File: src/hdl/wro_pkg.sv
package wro_pkg;

    // ==============================
    // Widths and counts
    // ==============================

    // Byte address width of a request
    localparam int ADDR_BITS = 32;
    // Bits below one 64 byte line are not part of the hash
    localparam int LINE_OFFSET_BITS = 6;
    localparam int HASH_BITS = 6;
    localparam int N_HASH = 1 << HASH_BITS;
    localparam int TAG_BITS = 4;
    localparam int N_TAGS = 1 << TAG_BITS;
    localparam int DATA_BITS = 32;
    // Each channel starts with this many downstream credits
    localparam int CREDITS_INIT = 4;
    localparam int CREDIT_BITS = 3;
    // Number of HASH_BITS wide slices folded into one hash
    localparam int HASH_FOLDS = 4;

    typedef logic [ADDR_BITS-1:0] addr_t;
    typedef logic [HASH_BITS-1:0] hash_t;
    typedef logic [TAG_BITS-1:0] tag_t;
    typedef logic [DATA_BITS-1:0] data_t;
    typedef logic [CREDIT_BITS-1:0] credit_t;

    // ==============================
    // Request and response types
    // ==============================

    typedef struct packed {
        logic valid;
        addr_t addr;
        tag_t tag;
        logic check_order;
    } rd_req_t;

    // The write request is the read layout with the data word appended
    typedef struct packed {
        logic valid;
        addr_t addr;
        tag_t tag;
        logic check_order;
        data_t data;
    } wr_req_t;

    // Responses carry only the tag and have no back-pressure
    typedef struct packed {
        logic valid;
        tag_t tag;
    } rsp_t;

    // Decision taken for a channel head in one cycle
    typedef enum logic [1:0] {
        ISSUE_IDLE,
        ISSUE_SEND,
        ISSUE_HOLD_CONFLICT,
        ISSUE_HOLD_CREDIT
    } issue_e;

    // Fold the line address into a short hash by XOR of equal slices
    function automatic hash_t hash_addr(input addr_t addr);
        hash_t h;
        h = '0;
        for (int i = 0; i < HASH_FOLDS; i++)
        begin
            h = h ^ addr[LINE_OFFSET_BITS + i * HASH_BITS +: HASH_BITS];
        end
        return h;
    endfunction

endpackage

File: src/hdl/wro_req_buffer.sv
`timescale 1ns/1ps

// One-entry request buffer for a single channel. The head is held until
// issue control sends it downstream, and the address hash is computed
// once when the request is loaded so that the filters see a stable value
module wro_req_buffer
(
    input  logic clk,
    input  logic reset,

    // Upstream side with valid in the struct and ready back
    input  wro_pkg::wr_req_t req_in,
    output logic ready,

    // Issue control sends the head downstream in this cycle
    input  logic issue,

    // Held request and its hash
    output wro_pkg::wr_req_t head,
    output wro_pkg::hash_t head_hash
);

    // ==============================
    // Flow control
    // ==============================

    // A new request may enter when the slot is empty or is being
    // vacated in this same cycle
    assign ready = !head.valid || issue;

    logic load;

    // The transfer happens on the edge where valid and ready meet
    assign load = req_in.valid && ready;

    // ==============================
    // Storage
    // ==============================

    always_ff @(posedge clk)
    begin
        if (load)
        begin
            head <= req_in;
            // Hash is registered with the payload so the filter test
            // path starts from a flop
            head_hash <= wro_pkg::hash_addr(req_in.addr);
        end
        else if (issue)
        begin
            // Head left and nothing replaced it
            head.valid <= 1'b0;
        end

        // Reset empties the slot
        if (reset)
        begin
            head.valid <= 1'b0;
        end
    end

endmodule

File: src/hdl/wro_busy_filter.sv
`timescale 1ns/1ps

// Busy table with one bit per address hash. A bit is set when a request
// to that hash is issued downstream and cleared when a response comes
// back. Two reads to the same hash share one bit, so a read behind
// another read to the same hash is treated as a conflict
module wro_busy_filter
(
    input  logic clk,
    input  logic reset,

    // Test ports, one for each channel head
    input  wro_pkg::hash_t test_hash_rd,
    input  wro_pkg::hash_t test_hash_wr,
    output logic busy_rd,
    output logic busy_wr,

    // Set a bit when the owning channel issues
    input  logic insert_en,
    input  wro_pkg::hash_t insert_hash,

    // Clear a bit when the owning channel sees a response
    input  logic remove_en,
    input  wro_pkg::hash_t remove_hash
);

    logic [wro_pkg::N_HASH-1:0] busy_bits;

    // ==============================
    // Test
    // ==============================

    // Lookups are combinational so a head sees the table as of the
    // last edge
    assign busy_rd = busy_bits[test_hash_rd];
    assign busy_wr = busy_bits[test_hash_wr];

    // ==============================
    // Update
    // ==============================

    always_ff @(posedge clk)
    begin
        if (reset)
        begin
            busy_bits <= '0;
        end
        else
        begin
            if (remove_en)
            begin
                busy_bits[remove_hash] <= 1'b0;
            end
            // Insert comes last so it wins over a remove of the same hash
            if (insert_en)
            begin
                busy_bits[insert_hash] <= 1'b1;
            end
        end
    end

endmodule

File: src/hdl/wro_tag_heap.sv
`timescale 1ns/1ps

// Tag-indexed store of the hash of each outstanding request. A response
// only carries its tag, so the hash needed to clear the busy filter is
// looked up here
module wro_tag_heap
(
    input  logic clk,

    // Written when the channel issues downstream
    input  logic write_en,
    input  wro_pkg::tag_t write_tag,
    input  wro_pkg::hash_t write_hash,

    // Read by the tag of an incoming response
    input  wro_pkg::tag_t read_tag,
    output wro_pkg::hash_t read_hash
);

    // ==============================
    // Storage
    // ==============================

    // Entries are only meaningful while their tag is outstanding
    wro_pkg::hash_t heap_mem [wro_pkg::N_TAGS];

    always_ff @(posedge clk)
    begin
        if (write_en)
        begin
            heap_mem[write_tag] <= write_hash;
        end
    end

    // The requester never reuses a live tag, so the entry read here
    // is never the one being written in the same cycle
    assign read_hash = heap_mem[read_tag];

endmodule

File: src/hdl/wro_credit_counter.sv
`timescale 1ns/1ps

// Downstream credit count for one channel. Memory hands back one credit
// per pulse on credit_return, and every issued request spends one
module wro_credit_counter
(
    input  logic clk,
    input  logic reset,

    // One credit spent at this edge
    input  logic consume,

    // One credit returned at this edge
    input  logic credit_return,

    // At least one credit is left
    output logic available
);

    wro_pkg::credit_t count;

    // ==============================
    // Counter
    // ==============================

    always_ff @(posedge clk)
    begin
        if (reset)
        begin
            count <= wro_pkg::credit_t'(wro_pkg::CREDITS_INIT);
        end
        else
        begin
            case ({consume, credit_return})
                2'b10:
                begin
                    count <= count - wro_pkg::credit_t'(1);
                end
                2'b01:
                begin
                    count <= count + wro_pkg::credit_t'(1);
                end
                // Spend and return together cancel out
                default:
                begin
                    count <= count;
                end
            endcase
        end
    end

    assign available = (count != '0);

endmodule

File: src/hdl/wro_issue_ctrl.sv
`timescale 1ns/1ps

// Decides in each cycle whether each channel head is sent downstream or
// held. An ordered head holds while its hash is busy in either filter.
// Conflicts are checked ahead of credits so a blocked head reports as a
// conflict even when the channel is also out of credit
module wro_issue_ctrl
(
    input  logic clk,
    input  logic reset,

    // Channel heads and their hashes
    input  wro_pkg::rd_req_t rd_head,
    input  wro_pkg::hash_t rd_hash,
    input  wro_pkg::wr_req_t wr_head,
    input  wro_pkg::hash_t wr_hash,

    // Filter lookups named head_busy_in_filter
    input  logic rd_busy_in_rd,
    input  logic rd_busy_in_wr,
    input  logic wr_busy_in_rd,
    input  logic wr_busy_in_wr,

    // Credit state of each channel
    input  logic rd_credit_ok,
    input  logic wr_credit_ok,

    output logic rd_issue,
    output logic wr_issue,
    output logic rd_conflict_event,
    output logic wr_conflict_event
);

    logic rd_conflict;
    logic wr_conflict;
    logic same_cycle_hit;
    wro_pkg::issue_e rd_state;
    wro_pkg::issue_e wr_state;

    // ==============================
    // Conflict detection
    // ==============================

    assign rd_conflict = rd_head.check_order && (rd_busy_in_rd || rd_busy_in_wr);

    // Both heads at the same hash in one cycle. The filters cannot see
    // this yet, so the read is given the slot and the write waits
    assign same_cycle_hit = rd_head.valid && wr_head.valid && (rd_hash == wr_hash);

    assign wr_conflict = wr_head.check_order &&
                         (wr_busy_in_rd || wr_busy_in_wr || same_cycle_hit);

    // ==============================
    // Per-channel decision
    // ==============================

    always_comb
    begin
        if (!rd_head.valid)
            rd_state = wro_pkg::ISSUE_IDLE;
        else if (rd_conflict)
            rd_state = wro_pkg::ISSUE_HOLD_CONFLICT;
        else if (!rd_credit_ok)
            rd_state = wro_pkg::ISSUE_HOLD_CREDIT;
        else
            rd_state = wro_pkg::ISSUE_SEND;
    end

    always_comb
    begin
        if (!wr_head.valid)
            wr_state = wro_pkg::ISSUE_IDLE;
        else if (wr_conflict)
            wr_state = wro_pkg::ISSUE_HOLD_CONFLICT;
        else if (!wr_credit_ok)
            wr_state = wro_pkg::ISSUE_HOLD_CREDIT;
        else
            wr_state = wro_pkg::ISSUE_SEND;
    end

    assign rd_issue = (rd_state == wro_pkg::ISSUE_SEND);
    assign wr_issue = (wr_state == wro_pkg::ISSUE_SEND);

    // ==============================
    // Events
    // ==============================

    // One event per channel, one cycle after the head was held by a conflict
    always_ff @(posedge clk)
    begin
        if (reset)
        begin
            rd_conflict_event <= 1'b0;
            wr_conflict_event <= 1'b0;
        end
        else
        begin
            rd_conflict_event <= (rd_state == wro_pkg::ISSUE_HOLD_CONFLICT);
            wr_conflict_event <= (wr_state == wro_pkg::ISSUE_HOLD_CONFLICT);
        end
    end

endmodule

File: src/hdl/wro_shim.sv
`timescale 1ns/1ps

// Write/read ordering shim between a requester and a memory port.
// Requests with check_order set are held while an earlier request to the
// same address hash is still outstanding on either channel
module wro_shim
(
    input  logic clk,
    input  logic reset,

    // Upstream requests
    input  wro_pkg::rd_req_t up_rd_req,
    output logic up_rd_ready,
    input  wro_pkg::wr_req_t up_wr_req,
    output logic up_wr_ready,

    // Downstream requests, each valid spends one credit
    output wro_pkg::rd_req_t dn_rd_req,
    output wro_pkg::wr_req_t dn_wr_req,
    input  logic dn_rd_credit,
    input  logic dn_wr_credit,

    // Responses pass straight through
    input  wro_pkg::rsp_t dn_rd_rsp,
    input  wro_pkg::rsp_t dn_wr_rsp,
    output wro_pkg::rsp_t up_rd_rsp,
    output wro_pkg::rsp_t up_wr_rsp,

    output logic rd_conflict_event,
    output logic wr_conflict_event
);

    wro_pkg::wr_req_t rd_req_in;
    wro_pkg::wr_req_t rd_head_full;
    wro_pkg::rd_req_t rd_head;
    wro_pkg::wr_req_t wr_head;
    wro_pkg::hash_t rd_hash;
    wro_pkg::hash_t wr_hash;
    wro_pkg::hash_t rd_rsp_hash;
    wro_pkg::hash_t wr_rsp_hash;
    logic rd_issue;
    logic wr_issue;
    logic rd_busy_in_rd;
    logic rd_busy_in_wr;
    logic wr_busy_in_rd;
    logic wr_busy_in_wr;
    logic rd_credit_ok;
    logic wr_credit_ok;

    // ==============================
    // Input buffers and hashing
    // ==============================

    // The read channel reuses the write layout with an empty data word
    always_comb
    begin
        rd_req_in = '0;
        rd_req_in.valid = up_rd_req.valid;
        rd_req_in.addr = up_rd_req.addr;
        rd_req_in.tag = up_rd_req.tag;
        rd_req_in.check_order = up_rd_req.check_order;
    end

    wro_req_buffer rd_buf (.clk, .reset, .req_in(rd_req_in), .ready(up_rd_ready),
                           .issue(rd_issue), .head(rd_head_full), .head_hash(rd_hash));

    wro_req_buffer wr_buf (.clk, .reset, .req_in(up_wr_req), .ready(up_wr_ready),
                           .issue(wr_issue), .head(wr_head), .head_hash(wr_hash));

    // Drop the unused data word again
    always_comb
    begin
        rd_head.valid = rd_head_full.valid;
        rd_head.addr = rd_head_full.addr;
        rd_head.tag = rd_head_full.tag;
        rd_head.check_order = rd_head_full.check_order;
    end

    // ==============================
    // Busy filters
    // ==============================

    // Each filter tracks its own channel and is tested by both heads
    wro_busy_filter rd_filter (.clk, .reset,
        .test_hash_rd(rd_hash), .test_hash_wr(wr_hash),
        .busy_rd(rd_busy_in_rd), .busy_wr(wr_busy_in_rd),
        .insert_en(rd_issue), .insert_hash(rd_hash),
        .remove_en(dn_rd_rsp.valid), .remove_hash(rd_rsp_hash));

    wro_busy_filter wr_filter (.clk, .reset,
        .test_hash_rd(rd_hash), .test_hash_wr(wr_hash),
        .busy_rd(rd_busy_in_wr), .busy_wr(wr_busy_in_wr),
        .insert_en(wr_issue), .insert_hash(wr_hash),
        .remove_en(dn_wr_rsp.valid), .remove_hash(wr_rsp_hash));

    // ==============================
    // Tag heaps
    // ==============================

    // Remember the hash of each issued tag until its response clears it
    wro_tag_heap rd_heap (.clk, .write_en(rd_issue), .write_tag(rd_head.tag),
        .write_hash(rd_hash), .read_tag(dn_rd_rsp.tag), .read_hash(rd_rsp_hash));

    wro_tag_heap wr_heap (.clk, .write_en(wr_issue), .write_tag(wr_head.tag),
        .write_hash(wr_hash), .read_tag(dn_wr_rsp.tag), .read_hash(wr_rsp_hash));

    // ==============================
    // Credits and issue control
    // ==============================

    wro_credit_counter rd_credits (.clk, .reset, .consume(rd_issue),
        .credit_return(dn_rd_credit), .available(rd_credit_ok));

    wro_credit_counter wr_credits (.clk, .reset, .consume(wr_issue),
        .credit_return(dn_wr_credit), .available(wr_credit_ok));

    wro_issue_ctrl issue_ctrl (.clk, .reset,
        .rd_head, .rd_hash, .wr_head, .wr_hash,
        .rd_busy_in_rd, .rd_busy_in_wr, .wr_busy_in_rd, .wr_busy_in_wr,
        .rd_credit_ok, .wr_credit_ok, .rd_issue, .wr_issue,
        .rd_conflict_event, .wr_conflict_event);

    // Heads go downstream only in the cycle they issue
    always_comb
    begin
        dn_rd_req = rd_head;
        dn_rd_req.valid = rd_issue;
        dn_wr_req = wr_head;
        dn_wr_req.valid = wr_issue;
    end

    // No back-pressure on responses so they are forwarded as they arrive
    assign up_rd_rsp = dn_rd_rsp;
    assign up_wr_rsp = dn_wr_rsp;

endmodule

File: config.mk
export PLATFORM = sky130hd
export DESIGN_NAME = wro_shim
export DESIGN_NICKNAME = d
export VERILOG_FILES = /design/src/hdl/wro_pkg.sv /design/src/hdl/wro_req_buffer.sv /design/src/hdl/wro_busy_filter.sv /design/src/hdl/wro_tag_heap.sv /design/src/hdl/wro_credit_counter.sv /design/src/hdl/wro_issue_ctrl.sv /design/src/hdl/wro_shim.sv
export SDC_FILE = /design/constraint.sdc
export NUM_CORES = 1
export LEC_CHECK = 0
export BUFFER_PORTS_ARGS = -buffer_cell sky130_fd_sc_hd__clkbuf_2
export CORE_MARGIN = 1
export CORE_UTILIZATION = 45
export DETAILED_ROUTE_END_ITERATION = 10
export PLACE_DENSITY = 0.75
export SYNTH_ARGS = -nofsm -noshare
export SYNTH_HDL_FRONTEND = slang
export SYNTH_HIERARCHICAL = 1
export SYNTH_SLANG_ARGS = --single-unit
File: constraint.sdc
create_clock -name clk -period 10.4 [get_ports clk]
set_input_delay 1.04 -clock clk [delete_from_list [all_inputs] [get_ports clk]]
set_output_delay 1.04 -clock clk [all_outputs]
set_load 0.03 [all_outputs]
==> results.json <==
{
  "status": "finished clean",
  "yosys_warnings": 6,
  "numPlacedInstances": 2095,
  "drive_gt1_frac": 0.265,
  "viasPerCell": 5.98,
  "grtUsageTotal": 0.217,
  "hold_viol_final": 0,
  "hold-path-endpoint": "rd_filter/busy_bits[52]$_SDFF_PP0_",
  "criticalPathCategory": "flip-flop to primary output",
  "cp_max_fo": 48,
  "max_freq_ghz": 0.171,
  "p_leak_uw": 0.00783,
  "clock_skew_ns": 0.0256,
  "min_from": "rd_filter/busy_bits[52]$_SDFF_PP0_",
  "gr-total-overflow": 0,
  "cts_setup_buffers": 0,
  "grt_pass1_vias": 12867,
  "path_clk_slew_ns": 0.06,
  "postCtsHoldBufs": 0,
  "worstSetupStartpointType": "flip-flop",
  "grt_pass1_wl_um": 73200,
  "cts-root-buf": "clkbuf_16",
  "required_ns": 9.36,
  "r2r_end": "wr_buf/head[25]$_DFFE_PP_",
  "die_h_um": 209,
  "cts_tree": "done",
  "irDropWorstVdd_v": 0.000138,
  "min_path_type": "flip-flop to flip-flop",
  "period_needed_ns": 5.84,
  "tns_ns": 0,
  "postCtsResizedCells": 0,
  "worstMarginPinSlew_ns": 1.22,
  "powerDensity_nw_per_um2": 188,
  "dr.pass1.iters": 6,
  "layout.nets": 1731,
  "crit_arrival_ns": 4.80,
  "drt_wl_total_um": 48000,
  "ff2ff_setup_slack_ns": 4.96,
  "cap_violations": 0,
  "diodes": 0,
  "syn-num-nets": 1515,
  "final_cell_count_no_fill": 2183,
  "ant_nets": 0,
  "r2r-start": "wr_buf/head_hash[0]$_DFFE_PP_",
  "hold_path_depth": 2,
  "syn_area_um2": 19400,
  "rr_worst_depth": 10,
  "core_area_um2": 42200,
  "setup_viol": 0,
  "slew_headroom": 0.182,
  "grt_max_degree": 92,
  "insertion_delay_ns": 0.58,
  "drtIter0Drc": 1501,
  "antenna_found_initial": 0,
  "whs_ns": 0.489,
  "worstSetupEndpointType": "primary output",
  "slew_viol_final": 0,
  "tritoncts.num_buffers": 47,
  "post-dp-hpwl_um": 31200,
  "io_pins": 244,
  "fin_crit_sh": 0.562,
  "via_count": 13059,
  "pre_cts_slack_ns": 5.04,
  "syn_avg_cell_area_um2": 13.9,
  "gp_congestion": 0.870,
  "die_area_um2": 43900,
  "fin_ws_ns": 4.56,
  "detail_route.wl_per_cell_um": 22.0,
  "start_util": 0.459,
  "die_w_um": 209,
  "clk_path_buf_depth": 3,
  "io_buffers": 243,
  "syn2layout_area_growth_pct": 16.0,
  "num_rows": 75,
  "drc_errors": 0,
  "cts_sinks": 448,
  "cts_max_level": 2,
  "syn_inst": 1389,
  "rsz0062_at_grt": "false",
  "total_power_uw": 4210
}
-- through the flow --
step,cell area (µm²),util
after floorplan,19400,-
after global placement,20900,0.495
after detailed placement,20900,0.495
after CTS,22500,0.532
after global routing,22500,0.532
final,22500,0.532
-- layout make-up --
class,instances,area [µm²]
Timing Repair Buffer,258,1330
Sequential cell,448,12100
Inverter,15,56.3
Fill cell,3447,19800
Clock inverter,31,295
Tap cell,539,674
Multi-Input combinational cell,835,6760
Clock buffer,57,1280
-- registers in the layout (all words and copies together), names as in the netlist --
name                          count
rd_credits/count                  3
rd_heap/heap_mem                 96
rd_buf/head_hash                  6
wr_buf/head                      70
wr_heap/heap_mem                 96
rd_buf/head                      38
wr_filter/busy_bits              64
issue_ctrl/wr_conflict_event      1
wr_buf/head_hash                  6
wr_credits/count                  3
rd_filter/busy_bits              64
issue_ctrl/rd_conflict_event      1
-- cells in the final DEF, fill, tap and decap left out, drive strengths merged, types with 9 or more instances in the layout --
cell type,instances
clkbuf,299
nand2,155
a22oi,24
nand3,14
nand2b,11
buf,16
nand3b,14
xor2,22
edfxtp,310
nor2,57
dfxtp,138
clkinv,14
nor3,18
xnor2,24
or3b,9
inv,21
and2,17
o21ai,134
nor2b,10
a21oi,132
mux4,120
-- how the worst max path moves through the flow --
stage                                  startpoint                         to  slack [ns]
global placement    wr_buf/head_hash[0]$_DFFE_PP_  wr_buf/head[25]$_DFFE_PP_        5.15
detailed placement  wr_buf/head_hash[0]$_DFFE_PP_  wr_buf/head[30]$_DFFE_PP_        5.04
global route        wr_buf/head_hash[0]$_DFFE_PP_                up_wr_ready        4.32
CTS                 wr_buf/head_hash[0]$_DFFE_PP_                up_wr_ready        4.55
floorplan           wr_buf/head_hash[0]$_DFFE_PP_   wr_buf/head[0]$_DFFE_PP_        4.46
finish              wr_buf/head_hash[0]$_DFFE_PP_                up_wr_ready        4.56
-- where the power goes --
part	leakage (µW)	switching (µW)	total [µW]	internal, µW
combinational	0.00310	348	503	155
clock	0.000755	704	1690	983
sequential	0.00398	30.8	2020	1990
-- critical path, cell delays in order (launching register included) --
cell	delay [ns]
edfxtp_1	0.32
buf_4	0.55
mux4_1	0.62
mux4_2	0.50
mux4_2	0.55
o21ai_0	0.19
nand3_1	0.09
a31oi_1	0.89
nand2b_1	0.26
clkbuf_2	0.22
-- layer usage --
layer / share of wire / GRT usage
met1: 0.38 / 0.285
met2: 0.48 / 0.354
met3: 0.095 / 0.0453
met4: 0.037 / 0.0870
met5: 0 / 0
Power figures use the tool's default switching activity.
